[src/logic/cgra_pkg.sv]
package cgra_pkg;

   localparam int TRACKS = 4;  // tracks per side.
   localparam int SIDES  = 4;  // west, north, east, south.

   localparam int ROUTE_BITS = 2 * TRACKS * SIDES;  // switch box word.

   // feature codes in config_addr[31:16].
   localparam logic [15:0] FEAT_CB0 = 16'd4;
   localparam logic [15:0] FEAT_CB1 = 16'd5;
   localparam logic [15:0] FEAT_SB  = 16'd6;
   localparam logic [15:0] FEAT_PE  = 16'd7;

   typedef logic [15:0] tile_id_t;

   typedef enum logic [2:0] {
      op_and    = 3'd0,
      op_or     = 3'd1,
      op_xor    = 3'd2,
      op_nand   = 3'd3,
      op_nor    = 3'd4,
      op_xnor   = 3'd5,
      op_pass_a = 3'd6,
      op_not_a  = 3'd7
   } pe_op_e;

   // source of an outgoing track, relative to its own side.
   typedef enum logic [1:0] {
      src_pe     = 2'd0,
      src_side_1 = 2'd1,
      src_side_2 = 2'd2,
      src_side_3 = 2'd3
   } sb_src_e;

endpackage

[src/logic/cgra_array.sv]
`timescale 1ns/1ps

module cgra_array (
   input  logic                        clk,
   input  logic                        reset,
   input  logic [31:0]                 config_addr,
   input  logic [31:0]                 config_data,
   input  logic [cgra_pkg::TRACKS-1:0] west_in,
   input  logic [cgra_pkg::TRACKS-1:0] north0_in,
   input  logic [cgra_pkg::TRACKS-1:0] south0_in,
   input  logic [cgra_pkg::TRACKS-1:0] north1_in,
   input  logic [cgra_pkg::TRACKS-1:0] south1_in,
   input  logic [cgra_pkg::TRACKS-1:0] east_in,
   output logic [cgra_pkg::TRACKS-1:0] west_out,
   output logic [cgra_pkg::TRACKS-1:0] north0_out,
   output logic [cgra_pkg::TRACKS-1:0] south0_out,
   output logic [cgra_pkg::TRACKS-1:0] north1_out,
   output logic [cgra_pkg::TRACKS-1:0] south1_out,
   output logic [cgra_pkg::TRACKS-1:0] east_out
);

   import cgra_pkg::*;

   logic [TRACKS-1:0] t0_to_t1;  // tile 0 east into tile 1 west.
   logic [TRACKS-1:0] t1_to_t0;  // tile 1 west into tile 0 east.

   pe_tile #(
      .TILE_ID (16'd0)
   ) tile0 (
      .clk         (clk),
      .reset       (reset),
      .config_addr (config_addr),
      .config_data (config_data),
      .side0_in    (west_in),
      .side1_in    (north0_in),
      .side2_in    (t1_to_t0),
      .side3_in    (south0_in),
      .side0_out   (west_out),
      .side1_out   (north0_out),
      .side2_out   (t0_to_t1),
      .side3_out   (south0_out)
   );

   pe_tile #(
      .TILE_ID (16'd1)
   ) tile1 (
      .clk         (clk),
      .reset       (reset),
      .config_addr (config_addr),
      .config_data (config_data),
      .side0_in    (t0_to_t1),
      .side1_in    (north1_in),
      .side2_in    (east_in),
      .side3_in    (south1_in),
      .side0_out   (t1_to_t0),
      .side1_out   (north1_out),
      .side2_out   (east_out),
      .side3_out   (south1_out)
   );

endmodule

[src/logic/connect_box.sv]
`timescale 1ns/1ps

module connect_box (
   input  logic                        clk,
   input  logic                        reset,
   input  logic                        config_en,
   input  logic [31:0]                 config_data,
   input  logic [cgra_pkg::TRACKS-1:0] tracks_in,
   output logic                        operand
);

   import cgra_pkg::*;

   localparam int SEL_W = $clog2(TRACKS);

   logic [SEL_W-1:0] track_sel;  // picked track.

   always_ff @(posedge clk) begin
      if (reset) begin
         track_sel <= '0;
      end else if (config_en) begin
         track_sel <= config_data[SEL_W-1:0];
      end
   end

   // combinational select from the tracks.
   assign operand = tracks_in[track_sel];

endmodule

[src/logic/pe_core.sv]
`timescale 1ns/1ps

module pe_core (
   input  logic        clk,
   input  logic        reset,
   input  logic        config_en,
   input  logic [31:0] config_data,
   input  logic        operand0,
   input  logic        operand1,
   output logic        pe_out
);

   import cgra_pkg::*;

   pe_op_e op;      // configured operation.
   logic   result;

   always_ff @(posedge clk) begin
      if (reset) begin
         op <= op_and;
      end else if (config_en) begin
         op <= pe_op_e'(config_data[2:0]);
      end
   end

   always_comb begin
      case (op)
         op_and:    result = operand0 & operand1;
         op_or:     result = operand0 | operand1;
         op_xor:    result = operand0 ^ operand1;
         op_nand:   result = ~(operand0 & operand1);
         op_nor:    result = ~(operand0 | operand1);
         op_xnor:   result = ~(operand0 ^ operand1);
         op_pass_a: result = operand0;
         op_not_a:  result = ~operand0;
         default:   result = 1'b0;
      endcase
   end

   // one cycle of latency from operands to pe_out.
   always_ff @(posedge clk) begin
      if (reset) begin
         pe_out <= 1'b0;
      end else begin
         pe_out <= result;
      end
   end

endmodule

[src/logic/pe_tile.sv]
`timescale 1ns/1ps

module pe_tile #(
   parameter cgra_pkg::tile_id_t TILE_ID = '0
) (
   input  logic                        clk,
   input  logic                        reset,
   input  logic [31:0]                 config_addr,
   input  logic [31:0]                 config_data,
   input  logic [cgra_pkg::TRACKS-1:0] side0_in,
   input  logic [cgra_pkg::TRACKS-1:0] side1_in,
   input  logic [cgra_pkg::TRACKS-1:0] side2_in,
   input  logic [cgra_pkg::TRACKS-1:0] side3_in,
   output logic [cgra_pkg::TRACKS-1:0] side0_out,
   output logic [cgra_pkg::TRACKS-1:0] side1_out,
   output logic [cgra_pkg::TRACKS-1:0] side2_out,
   output logic [cgra_pkg::TRACKS-1:0] side3_out
);

   import cgra_pkg::*;

   logic        this_tile;
   logic [15:0] feature;
   logic        config_en_cb0;
   logic        config_en_cb1;
   logic        config_en_sb;
   logic        config_en_pe;

   logic operand0;
   logic operand1;
   logic pe_out;

   assign this_tile = (config_addr[15:0] == TILE_ID);
   assign feature   = config_addr[31:16];

   // at most one enable per tile.
   assign config_en_cb0 = this_tile && (feature == FEAT_CB0);
   assign config_en_cb1 = this_tile && (feature == FEAT_CB1);
   assign config_en_sb  = this_tile && (feature == FEAT_SB);
   assign config_en_pe  = this_tile && (feature == FEAT_PE);

   connect_box cb0 (
      .clk         (clk),
      .reset       (reset),
      .config_en   (config_en_cb0),
      .config_data (config_data),
      .tracks_in   (side0_in),   // west side.
      .operand     (operand0)
   );

   connect_box cb1 (
      .clk         (clk),
      .reset       (reset),
      .config_en   (config_en_cb1),
      .config_data (config_data),
      .tracks_in   (side1_in),   // north side.
      .operand     (operand1)
   );

   pe_core pe (
      .clk         (clk),
      .reset       (reset),
      .config_en   (config_en_pe),
      .config_data (config_data),
      .operand0    (operand0),
      .operand1    (operand1),
      .pe_out      (pe_out)
   );

   switch_box sb (
      .clk         (clk),
      .reset       (reset),
      .config_en   (config_en_sb),
      .config_data (config_data),
      .side0_in    (side0_in),
      .side1_in    (side1_in),
      .side2_in    (side2_in),
      .side3_in    (side3_in),
      .pe_out      (pe_out),
      .side0_out   (side0_out),
      .side1_out   (side1_out),
      .side2_out   (side2_out),
      .side3_out   (side3_out)
   );

endmodule

[src/logic/switch_box.sv]
`timescale 1ns/1ps

module switch_box (
   input  logic                        clk,
   input  logic                        reset,
   input  logic                        config_en,
   input  logic [31:0]                 config_data,
   input  logic [cgra_pkg::TRACKS-1:0] side0_in,
   input  logic [cgra_pkg::TRACKS-1:0] side1_in,
   input  logic [cgra_pkg::TRACKS-1:0] side2_in,
   input  logic [cgra_pkg::TRACKS-1:0] side3_in,
   input  logic                        pe_out,
   output logic [cgra_pkg::TRACKS-1:0] side0_out,
   output logic [cgra_pkg::TRACKS-1:0] side1_out,
   output logic [cgra_pkg::TRACKS-1:0] side2_out,
   output logic [cgra_pkg::TRACKS-1:0] side3_out
);

   import cgra_pkg::*;

   logic [ROUTE_BITS-1:0] route_cfg;  // 2 bits per outgoing track.

   always_ff @(posedge clk) begin
      if (reset) begin
         route_cfg <= '0;
      end else if (config_en) begin
         route_cfg <= config_data[ROUTE_BITS-1:0];
      end
   end

   // one outgoing side from its own fields and the other three sides.
   function automatic logic [TRACKS-1:0] route_side(input logic [2*TRACKS-1:0] fields,
                                                    input logic [TRACKS-1:0]   near,
                                                    input logic [TRACKS-1:0]   opposite,
                                                    input logic [TRACKS-1:0]   far,
                                                    input logic                pe);
      logic [TRACKS-1:0] res;
      sb_src_e           src;
      for (int t = 0; t < TRACKS; t++) begin
         src = sb_src_e'(fields[2*t +: 2]);
         case (src)
            src_pe:     res[t] = pe;
            src_side_1: res[t] = near[t];
            src_side_2: res[t] = opposite[t];
            src_side_3: res[t] = far[t];
            default:    res[t] = pe;
         endcase
      end
      return res;
   endfunction

   // field for side s, track t sits at 2*(4s+t).
   assign side0_out = route_side(route_cfg[0 +: 2*TRACKS], side1_in, side2_in, side3_in,
                                 pe_out);
   assign side1_out = route_side(route_cfg[2*TRACKS +: 2*TRACKS], side2_in, side3_in,
                                 side0_in, pe_out);
   assign side2_out = route_side(route_cfg[4*TRACKS +: 2*TRACKS], side3_in, side0_in,
                                 side1_in, pe_out);
   assign side3_out = route_side(route_cfg[6*TRACKS +: 2*TRACKS], side0_in, side1_in,
                                 side2_in, pe_out);

endmodule
[config.mk]
export PLATFORM = sky130hd
export DESIGN_NAME = cgra_array
export DESIGN_NICKNAME = d
export VERILOG_FILES = /design/src/logic/cgra_pkg.sv /design/src/logic/cgra_array.sv /design/src/logic/connect_box.sv /design/src/logic/pe_core.sv /design/src/logic/pe_tile.sv /design/src/logic/switch_box.sv
export SDC_FILE = /design/constraint.sdc
export NUM_CORES = 1
export LEC_CHECK = 0
export ABC_AREA = 1
export BUFFER_PORTS_ARGS = -buffer_cell sky130_fd_sc_hd__clkbuf_2
export CORE_MARGIN = 5
export CORE_UTILIZATION = 39
export CTS_CLUSTER_DIAMETER = 50
export DETAILED_ROUTE_END_ITERATION = 8
export SETUP_SLACK_MARGIN = 0.15
export SYNTH_ARGS = -nofsm -noshare
export SYNTH_HDL_FRONTEND = slang
export SYNTH_SLANG_ARGS = --single-unit
export TNS_END_PERCENT = 5
[constraint.sdc]
create_clock -name clk -period 2.8 [get_ports clk]
set_input_delay 0.28 -clock clk [delete_from_list [all_inputs] [get_ports clk]]
set_output_delay 0.28 -clock clk [all_outputs]
set_load 0.01 [all_outputs]
==> impl_table.tex, run 1 <==
\begin{tabular}{lr}
\hline
Metric & Value \\
\hline
\multicolumn{2}{l}{\textbf{Finish}} \\
Count of antenna diodes in the layout & 0 \\
Number of standard cells in the final layout excluding fillers & between 900 and 1000 \\
Commonest cells after routing, fill and taps aside & 114 x o21ai\_0, 113 x clkbuf\_2, 95 x nor2\_1, 83 x inv\_1, 83 x nand2\_1 \\
Final layout net count & roughly 860 \\
Synth-to-Final Area Change & 18.8\% \\
Post-route design area & $\sim$5000 um2 \\
Fill cell instance count of the final layout & $\sim$1200 \\
Most common cell after layout, fill and taps aside & o21ai\_0 \\
Layout cell share with drive strength beyond 1 & about a fifth \\
\multicolumn{2}{l}{\textbf{Placement}} \\
Placement Setup Slack & 0.708 ns \\
Buffers added on ports & $\sim$110 \\
DP Cell Count & a little under 900 \\
Post-DP Area & 4990 um2 \\
Final Wtd Congestion & 0.835 \\
Half-perimeter wire length after detailed placement & roughly 11 mm \\
\multicolumn{2}{l}{\textbf{Die}} \\
Core box area & approximately 11000 um2 \\
Vertical extent of the die & approximately 120 um \\
Top-level I/O count & between 100 and 150 \\
Total number of placement rows & 38 \\
Initial core utilization & approximately two fifths \\
Die area & $\sim$13000 um2 \\
Floorplan die width & $\sim$120 um \\
\multicolumn{2}{l}{\textbf{Power}} \\
Sequential fraction of design power & between 50\% and 60\% \\
Switching component of the power & 565 uW \\
Worst supply voltage drop on vdd & 0.190 mV \\
Net switching fraction of the power & 26.9\% \\
Combinational cell fraction of total power & around a tenth \\
Total internal power & 1540 uW \\
Total leakage power & around 0.0022 uW \\
PD cells & 408 nW/um2 \\
Clock share of power & between 30 and 40\% \\
\multicolumn{2}{l}{\textbf{Synth}} \\
Count of warnings emitted by yosys & 0 \\
Combined area of all synthesized cells & between 4000 and 5000 um2 \\
Prevailing post-synth register cell & dfxtp\_1 \\
Sequential share of the synthesized area & 36.9\% \\
Yosys top cell area share & 36.9\% \\
Mean Syn Cell Area & 6.58 um2 \\
Number of synthesized flops with an enable pin & 0 \\
Async set-reset flop share out of synthesis & 0\% \\
Yosys top cell by area & dfxtp\_1 \\
Number of register bits inferred by synthesis & 80 \\
Top cells by area, synth & dfxtp\_1 37\%, o21ai\_0 13\%, a21oi\_1 8.7\% \\
Number of distinct standard cells referenced by the synthesized netlist & 33 \\
Synthesized instance count & 659 \\
Mapped Nets & 752 \\
\multicolumn{2}{l}{\textbf{GRT}} \\
Number of antenna violations at the first check in global routing & 0 \\
First-pass GRT wire length & between 20 and 25 mm \\
Final global-route overflow total & 0 \\
Pin count of the biggest net entering global routing & 46 \\
Total routing resource utilization after global routing & 20.9\% \\
Vias in the first global route & $\sim$4400 \\
\multicolumn{2}{l}{\textbf{Flow run}} \\
Maximum Capacitance Violations & 0 \\
\multicolumn{2}{l}{\textbf{Clocking}} \\
Worst-Skew Late Latency & roughly 0.36 ns \\
CTS max path bufs & 2 \\
Cell at the root of the clock tree & clkbuf\_8 \\
Number of instances resized during post-cts repair & 0 \\
Total setup buffers inserted after CTS & 0 \\
Clock slew seen by the registers of the worst setup and hold paths & approximately 0.08 ns \\
Inserted Clock Buffers & 9 \\
\# H-tree levels & 3 \\
TritonCTS clock tree & done \\
Hold\_buf cts & 0 \\
Sinks on Clock Net & 80 \\
\multicolumn{2}{l}{\textbf{Worst setup path}} \\
Crit-path cells & inv\_1 -> o21ai\_0 -> o21ai\_0 -> inv\_1 -> o21ai\_0 -> nand2\_1 -> clkbuf\_2 \\
Flop2flop setup slack & around 0.66 ns \\
Number of cells traversed by the worst register-to-register path & 14 \\
Buffer and inverter count on the worst path & 3 \\
Critical Path AT & about 2.2 ns \\
Crit Path Category & reg2out \\
Top cell family by delay on the critical path & compound AO/OA/AOI/OAI gates \\
Required time at the endpoint of the critical path & approximately 2.5 ns \\
Stage delay of the slowest cell on the critical path & roughly 0.41 ns \\
Max FO, Critical Path & 14 \\
Reg-to-reg endpoint & tile1.pe.pe\_out \\
Worst setup EP type & output pin \\
Reg-to-reg startpoint & tile0.pe.pe\_out \\
Startpoint Class & flop \\
Most prevalent standard cell on the critical path & o21ai\_0 \\
Critical Path Slowest Stage Cell & o21ai\_0 \\
\multicolumn{2}{l}{\textbf{Min path}} \\
Hold depth & 3 \\
Hold path endpoint & tile0.sb.route\_cfg[21] \\
Source of the worst hold timing path & config\_data[21] \\
Worst hold path type & in2reg \\
\multicolumn{2}{l}{\textbf{STA}} \\
Crit path setup slack, layout & around 0.36 ns \\
Clock Skews & 0.0112 ns \\
F\_max & between 400 and 500 MHz \\
Setup repair after global routing missed its margin & no \\
Total setup violations reported at the end of the flow & 0 \\
Pins Over Slew Limit & 0 \\
Final cycle utilization of the critical path & between 80 and 90\% \\
Slew margin rel. & around 54\% \\
Actual transition at the worst max-transition pin & 0.689 ns \\
Shortest period the worst path allows & 2.44 ns \\
Final-report hold violation count & 0 \\
Final total negative setup slack & 0 ns \\
\multicolumn{2}{l}{\textbf{Outcome}} \\
Run status & finished, final reports clean \\
\multicolumn{2}{l}{\textbf{Route}} \\
Vias & approximately 4700 \\
Post-detailed-route via-to-cell ratio & $\sim$5.2 \\
Residual DRC count & 0 \\
Post-detailed-routing wire length & $\sim$14 mm \\
Number of detailed-route iterations in the first pass & 5 \\
1st-iter DRT viols & 355 \\
DR WL/cell & 15.1 um \\
Detail Route Antenna Nets & 0 \\
\hline
\end{tabular}
==> layout make-up <==
cell class / count / area (um2) / share of cell area, %
multi-input combinational: 468 / 2270 / 44.1
tap: 140 / 175 / 3.40
sequential: 80 / 1600 / 31.1
clock buffer: 10 / 128 / 2.48
clock inverter: 6 / 36.3 / 0.704
inverter: 87 / 327 / 6.34
timing repair buffer: 119 / 611 / 11.9
==> state kept, by name, summed over array words and instances (netlist names) <==
register,flops
tile1.cb1.track_sel,2
tile0.sb.route_cfg,32
tile1.sb.route_cfg,32
tile0.pe.pe_out,1
tile0.pe.op,3
tile0.cb1.track_sel,2
tile0.cb0.track_sel,2
tile1.pe.op,3
tile1.pe.pe_out,1
tile1.cb0.track_sel,2
==> worst max path at each step <==
stage                                 startpoint              end  slack, ns  depth (start not counted)
after floorplan           tile0.cb1.track_sel[0]  tile0.pe.pe_out       1.02                          9
after global placement           tile0.pe.pe_out  tile1.pe.pe_out       0.75                         14
after CTS                        tile1.pe.pe_out    north0_out[0]       0.45                          7
final                            tile1.pe.pe_out    north0_out[0]       0.36                          7
after detailed placement         tile0.pe.pe_out  tile1.pe.pe_out       0.71                         14
after global routing             tile1.pe.pe_out    north0_out[0]       0.31                          7
==> Yosys cell counts, types with 3 or more instances <==
| cell | instances |
|---|---|
| inv_1 | 83 |
| o32ai_1 | 4 |
| nor2_1 | 95 |
| o21ai_0 | 114 |
| o211ai_1 | 6 |
| a211oi_1 | 7 |
| buf_6 | 5 |
| clkbuf_1 | 15 |
| dfxtp_1 | 80 |
| nand2_1 | 83 |
| nor3_1 | 32 |
| inv_2 | 3 |
| nand3_1 | 21 |
| a21oi_1 | 75 |
| o21ai_1 | 7 |
| ha_1 | 3 |
| buf_2 | 4 |
==> per-layer routing <==
layer,GRT usage (%),part of all wire [%]
met1,30.3,48
met2,31.4,44
met5,0,0
met3,3.39,6.4
met4,7.59,1.9
==> tightest hold or removal path: cells and delay by family <==
family	cells	cell delay, ns
buf+inv	1	0.09
compound gates	1	0.07
simple gates	1	0.07
==> power groups by stage <==
stage	Sequential, uW	Clock, uW	Combinational (uW)
floorplan	1160	0	80.4
global placement	1170	0	208
detailed placement	1170	0	210
CTS	1140	768	211
global route	1140	815	232
finish	1140	750	211
==> cell families (layout without fill, tap and decap cells) <==
logic type,Yosys count,after routing,share of synthesized area (%)
adders and majority gates,3,3,0.866
AOI/OAI and AO/OA,220,220,26.9
muxes,2,2,0.462
buffers and inverters,111,222,10.6
and+or+nand+nor,243,243,24.2
DFF,80,80,36.9
==> stage by stage <==
step	util (%)	hold WS, ns	total power [uW]
after global routing	47.3	0.190	2190
after CTS	47.3	0.174	2120
final	47.3	0.187	2100
after global placement	45.8	0.459	1370
after detailed placement	45.8	0.464	1380
after floorplan	-	0.422	1240
Power figures use the tool's default switching activity.
==> run 2, diff against run 1 <==
- CORE_ASPECT_RATIO: unset -> 0.75
- clock period: 2.8 -> 2.4 ns (I/O delays scaled with it)
==> impl_table.tex, run 2 (same netlist as run 1, synthesis figures left out) <==
\begin{tabular}{lr}
\hline
Metric & Value \\
\hline
\multicolumn{2}{l}{\textbf{Outcome}} \\
Run status & finished, final reports clean \\
\multicolumn{2}{l}{\textbf{Worst setup path}} \\
Reg-to-reg startpoint & tile0.pe.pe\_out \\
Max FO, Critical Path & 5 \\
Number of cells traversed by the worst register-to-register path & 14 \\
Flop2flop setup slack & roughly 0.44 ns \\
Worst setup EP type & output pin \\
Reg-to-reg endpoint & tile1.pe.pe\_out \\
Crit Path Category & reg2out \\
Required time at the endpoint of the critical path & between 2 and 2.5 ns \\
Startpoint Class & flop \\
Critical Path AT & between 1.5 and 2 ns \\
\multicolumn{2}{l}{\textbf{STA}} \\
Final cycle utilization of the critical path & 89.5\% \\
Total setup violations reported at the end of the flow & 0 \\
F\_max & around 470 MHz \\
Final total negative setup slack & 0 ns \\
Slew margin rel. & 55.3\% \\
Clock Skews & between 0.004 and 0.005 ns \\
Actual transition at the worst max-transition pin & roughly 0.67 ns \\
Setup repair after global routing missed its margin & yes \\
Shortest period the worst path allows & 2.15 ns \\
Pins Over Slew Limit & 0 \\
Final-report hold violation count & 0 \\
Worst hold slack & $\sim$0.17 ns \\
\multicolumn{2}{l}{\textbf{GRT}} \\
Vias in the first global route & $\sim$4300 \\
First-pass GRT wire length & 22.7 mm \\
Total routing resource utilization after global routing & between 20\% and 30\% \\
Final global-route overflow total & 0 \\
Pin count of the biggest net entering global routing & 46 \\
Number of antenna violations at the first check in global routing & 0 \\
\multicolumn{2}{l}{\textbf{Route}} \\
Post-detailed-routing wire length & about 14 mm \\
Vias & $\sim$4700 \\
Number of detailed-route iterations in the first pass & 5 \\
Post-detailed-route via-to-cell ratio & between 5 and 6 \\
Residual DRC count & 0 \\
DR WL/cell & about 16 um \\
Detail Route Antenna Nets & 0 \\
1st-iter DRT viols & $\sim$370 \\
\multicolumn{2}{l}{\textbf{Finish}} \\
Sequential Area & 1600 um2 \\
Fill cell instance count of the final layout & 1098 \\
Layout cell share with drive strength beyond 1 & 19.3\% \\
Most common cell after layout, fill and taps aside & o21ai\_0 \\
Area of the multi-input gates & 2270 um2 \\
Biggest regs & tile0.sb.route\_cfg (32), tile1.sb.route\_cfg (32) \\
Final layout net count & 862 \\
Count of antenna diodes in the layout & 0 \\
Synth-to-Final Area Change & 22.8\% \\
Commonest cells after routing, fill and taps aside & 114 x o21ai\_0, 113 x clkbuf\_2, 95 x nor2\_1, 83 x nand2\_1, 82 x inv\_1 \\
\multicolumn{2}{l}{\textbf{Placement}} \\
Final Wtd Congestion & around 0.9 \\
Buffers added on ports & approximately 110 \\
Half-perimeter wire length after detailed placement & 11.2 mm \\
\multicolumn{2}{l}{\textbf{Min path}} \\
Source of the worst hold timing path & config\_data[21] \\
Hold depth & 3 \\
Worst hold path type & in2reg \\
Hold path endpoint & tile0.sb.route\_cfg[21] \\
\multicolumn{2}{l}{\textbf{Clocking}} \\
Worst-Skew Late Latency & between 0.3 and 0.4 ns \\
Cell at the root of the clock tree & clkbuf\_16 \\
Inserted Clock Buffers & 9 \\
Sinks on Clock Net & 80 \\
CTS max path bufs & 2 \\
Clock slew seen by the registers of the worst setup and hold paths & around 0.06 ns \\
TritonCTS clock tree & done \\
\# H-tree levels & 3 \\
\multicolumn{2}{l}{\textbf{Power}} \\
Total leakage power & between 0.002 and 0.0025 uW \\
Worst supply voltage drop on vdd & around 0.31 mV \\
PD cells & around 550 nW/um2 \\
\multicolumn{2}{l}{\textbf{Die}} \\
Top-level I/O count & roughly 110 \\
Initial core utilization & between 30\% and 40\% \\
Total number of placement rows & 33 \\
Floorplan die width & about 130 um \\
Core box area & $\sim$11000 um2 \\
Vertical extent of the die & a little over 100 um \\
Die area & about 13000 um2 \\
\multicolumn{2}{l}{\textbf{Flow run}} \\
Maximum Capacitance Violations & 0 \\
\hline
\end{tabular}
-- run 2: layer usage --
| layer | share of wire (%) | global-route usage, % | up-vias |
|---|---|---|---|
| li1 | - | - | 2422 |
| met1 | 51 | 31.9 | 2132 |
| met2 | 41 | 30.5 | 174 |
| met3 | 7.0 | 4.87 | 15 |
| met4 | 1.6 | 5.22 | 0 |
| met5 | 0 | 0 | - |
-- run 2: worst max-delay path by stage --
stage,startpoint,endpoint,slack (ns),depth (start not counted)
after floorplan,tile0.cb1.track_sel[0],tile0.pe.pe_out,0.62,9
final,tile1.pe.pe_out,north0_out[3],0.25,7
after global routing,tile1.pe.pe_out,west_out[2],0.13,8
after CTS,tile1.pe.pe_out,north0_out[0],0.13,7
after global placement,tile0.pe.pe_out,tile1.pe.pe_out,0.42,14
after detailed placement,tile0.pe.pe_out,tile1.pe.pe_out,0.38,14
-- run 2: power by group --
part	switching, uW	total, uW	internal (uW)
clock	527	1350	823
sequential	3.08	1330	1330
combinational	156	254	97.8
total	686	2940	2250
-- run 2: area by class of cell --
class | instances | share of cell area (%)
clock inverters | 4 | 0.846
clock buffers | 11 | 4.56
flip-flops and latches | 80 | 30.1
repair buffers | 123 | 12.3
inverters | 87 | 6.20
multi-input cells | 468 | 42.7
well taps | 140 | 3.29
-- run 2: per-stage QoR --
step	instances	worst slack, ns	util [%]	total power [uW]	instance area [um2]
2_1_floorplan	659	0.621	-	1450	4340
3_3_place_gp	895	0.422	45.8	1610	5000
3_5_place_dp	895	0.377	45.8	1610	5000
4_1_cts	910	0.130	48.5	2940	5280
5_1_grt	913	0.133	48.8	3030	5320
6_report	913	0.253	48.8	2940	5320
-- run 2: worst max-delay path, stage by stage (launching register included) --
cell and delay (ns):
dfxtp_1 0.40, clkinvlp_4 0.19, nor2_1 0.12, a211o_1 0.10, nand2_1 0.10, o21ai_0 0.14
a21boi_0 0.33, clkbuf_2 0.20
-- run 2: repair_timing --
item	CTS	global route
endpoints found under the setup margin	1	12
setup buffers	0	3
resized for setup	0	2
hold buffers	0	0
==> run 3, diff against run 2 <==
- CELL_PAD_IN_SITES_DETAIL_PLACEMENT: unset -> 1
- CELL_PAD_IN_SITES_GLOBAL_PLACEMENT: unset -> 1
- CORE_UTILIZATION: 39 -> 37
- PLACE_DENSITY_LB_ADDON: unset -> 0.1
==> impl_table.tex, run 3 (same netlist as run 1, synthesis figures left out) <==
\begin{tabular}{lr}
\hline
Metric & Value \\
\hline
\multicolumn{2}{l}{\textbf{STA}} \\
Clock Skews & roughly 0.0042 ns \\
Setup repair after global routing missed its margin & yes \\
Shortest period the worst path allows & 2.16 ns \\
Pins Over Slew Limit & 0 \\
Final-report hold violation count & 0 \\
Total setup violations reported at the end of the flow & 0 \\
Slew margin rel. & 55.5\% \\
F\_max & around 460 MHz \\
Actual transition at the worst max-transition pin & 0.666 ns \\
Final cycle utilization of the critical path & about nine tenths \\
Final total negative setup slack & 0 ns \\
\multicolumn{2}{l}{\textbf{Route}} \\
1st-iter DRT viols & roughly 250 \\
Residual DRC count & 0 \\
Vias & roughly 5000 \\
DR WL/cell & 17.8 um \\
Post-detailed-routing wire length & 16.7 mm \\
Post-detailed-route via-to-cell ratio & between 5 and 6 \\
Detail Route Antenna Nets & 0 \\
Number of detailed-route iterations in the first pass & 4 \\
\multicolumn{2}{l}{\textbf{Die}} \\
Die area & approximately 14000 um2 \\
Floorplan die width & between 100 and 150 um \\
Top-level I/O count & 114 \\
Core box area & between 10000 and 15000 um2 \\
Vertical extent of the die & a little over 100 um \\
Initial core utilization & between 30\% and 40\% \\
Total number of placement rows & 34 \\
\multicolumn{2}{l}{\textbf{Placement}} \\
DP Cell Count & just over 900 \\
Final Wtd Congestion & roughly 0.89 \\
Half-perimeter wire length after detailed placement & between 10 and 15 mm \\
Buffers added on ports & around 110 \\
\multicolumn{2}{l}{\textbf{Power}} \\
Total internal power & roughly 2200 uW \\
Combinational cell fraction of total power & under 10\% \\
Sequential fraction of design power & around 46\% \\
Switching component of the power & between 700 and 800 uW \\
PD cells & between 500 and 600 nW/um2 \\
Clock share of power & $\sim$45\% \\
Total leakage power & about 0.0023 uW \\
Net switching fraction of the power & between 20\% and 30\% \\
Worst supply voltage drop on vdd & 0.324 mV \\
\multicolumn{2}{l}{\textbf{Clocking}} \\
Inserted Clock Buffers & 9 \\
Clock slew seen by the registers of the worst setup and hold paths & roughly 0.060 ns \\
TritonCTS clock tree & done \\
CTS max path bufs & 2 \\
Worst-Skew Late Latency & about 0.33 ns \\
Cell at the root of the clock tree & clkbuf\_16 \\
\# H-tree levels & 3 \\
Sinks on Clock Net & 80 \\
Hold\_buf cts & 0 \\
\multicolumn{2}{l}{\textbf{Worst setup path}} \\
Startpoint Class & flop \\
Crit Path Category & reg2out \\
Reg-to-reg startpoint & tile0.cb1.track\_sel[0] \\
Total number of cells along the worst setup path & 8 \\
Most prevalent standard cell on the critical path & o21ai\_0 \\
Max FO, Critical Path & 6 \\
Startpoint of the most critical setup path & tile1.pe.pe\_out \\
Required time at the endpoint of the critical path & 2.16 ns \\
Buffer and inverter count on the worst path & 4 \\
Critical Path Slowest Stage Cell & dfxtp\_1 \\
Number of cells traversed by the worst register-to-register path & 9 \\
Critical Path AT & around 1.9 ns \\
Crit-path cells & clkinvlp\_4 -> buf\_4 -> o21ai\_0 -> o21ai\_0 -> inv\_1 -> nand2\_1 -> a21oi\_1 -> clkbuf\_2 \\
Stage delay of the slowest cell on the critical path & 0.43 ns \\
Top cell family by delay on the critical path & buffers and inverters \\
Worst setup EP type & output pin \\
\multicolumn{2}{l}{\textbf{GRT}} \\
Total routing resource utilization after global routing & 23.8\% \\
Final global-route overflow total & 0 \\
First-pass GRT wire length & 26.5 mm \\
Number of antenna violations at the first check in global routing & 0 \\
Vias in the first global route & 5016 \\
Pin count of the biggest net entering global routing & 43 \\
\multicolumn{2}{l}{\textbf{Finish}} \\
Number of standard cells in the final layout excluding fillers & between 900 and 1000 \\
Biggest regs & tile0.sb.route\_cfg (32), tile1.sb.route\_cfg (32) \\
Final layout net count & approximately 860 \\
Most common cell after layout, fill and taps aside & clkbuf\_2 \\
Layout cell share with drive strength beyond 1 & roughly 19\% \\
Count of antenna diodes in the layout & 0 \\
Commonest cells after routing, fill and taps aside & 113 x clkbuf\_2, 112 x o21ai\_0, 95 x nor2\_1, 83 x nand2\_1, 82 x inv\_1 \\
Synth-to-Final Area Change & 23.0\% \\
\multicolumn{2}{l}{\textbf{Flow run}} \\
Maximum Capacitance Violations & 0 \\
\multicolumn{2}{l}{\textbf{Min path}} \\
Source of the worst hold timing path & config\_data[29] \\
Worst hold path type & in2reg \\
Hold depth & 3 \\
\multicolumn{2}{l}{\textbf{Outcome}} \\
Run status & finished, final reports clean \\
\hline
\end{tabular}
==> run 3: cell count changes in the layout (fill, tap and decap cells not counted) <==
cell	change
dfxtp_2	-1
o21ai_1	+2
inv_6	+1
bufinv_16	-1
buf_4	+2
dfxtp_1	+1
buf_12	-1
o21ai_0	-2
clkbuf_1	+1
clkinv_2	-2
clkinvlp_4	+2
==> run 3: path summary, 6_finish.rpt <==
kind                                               end  slack, ns
worst max-delay path                       west_out[0]       0.24
worst min-delay path            tile1.sb.route_cfg[29]       0.17
worst max register to register         tile0.pe.pe_out       0.44
worst min register to register  tile0.sb.route_cfg[10]       0.48
==> run 3: cell type report <==
class | count | area, um2
Fill cell | 1556 | 6200
Multi-Input combinational cell | 468 | 2270
Sequential cell | 80 | 1600
Timing Repair Buffer | 124 | 648
Inverter | 87 | 330
Clock buffer | 12 | 246
Tap cell | 162 | 203
Clock inverter | 4 | 28.8
==> run 3: worst min-delay path, stage by stage <==
cell	delay [ns]
clkbuf_2	0.09
nor3_1	0.05
nor2_1	0.09
==> run 3: what timing repair did <==
item                                    4_1_cts  5_1_grt
buffers inserted                              0        1
endpoints found under the setup margin        1        5
cloned                                        0        0
resized for setup                             1        2
==> run 3: power groups by stage <==
stage	logic [uW]	registers [uW]	clock network, uW
floorplan	93.8	1360	0
global placement	244	1360	0
detailed placement	253	1360	0
CTS	255	1330	1320
global route	280	1330	1380
finish	255	1330	1290
==> run 3: per-stage QoR <==
| step | area [um2] | util (%) | total power (uW) | setup WS, ns | hold WS (ns) |
|---|---|---|---|---|---|
| floorplan | 4340 | - | 1450 | 0.621 | 0.382 |
| global placement | 5050 | 43.8 | 1600 | 0.454 | 0.459 |
| global route | 5330 | 46.3 | 2990 | 0.143 | 0.166 |
| finish | 5330 | 46.3 | 2880 | 0.242 | 0.168 |
| detailed placement | 5050 | 43.8 | 1610 | 0.369 | 0.475 |
| CTS | 5320 | 46.2 | 2900 | 0.209 | 0.158 |
==> run 3: metal layers <==
| metal | track usage, % | vias up | wire, um |
|---|---|---|---|
| met4 | 4.53 | 0 | 149 |
| met1 | 33.6 | 2331 | 7890 |
| li1 | - | 2427 | - |
| met2 | 38.4 | 95 | 7710 |
| met3 | 4.41 | 10 | 921 |
| met5 | 0 | - | 0 |
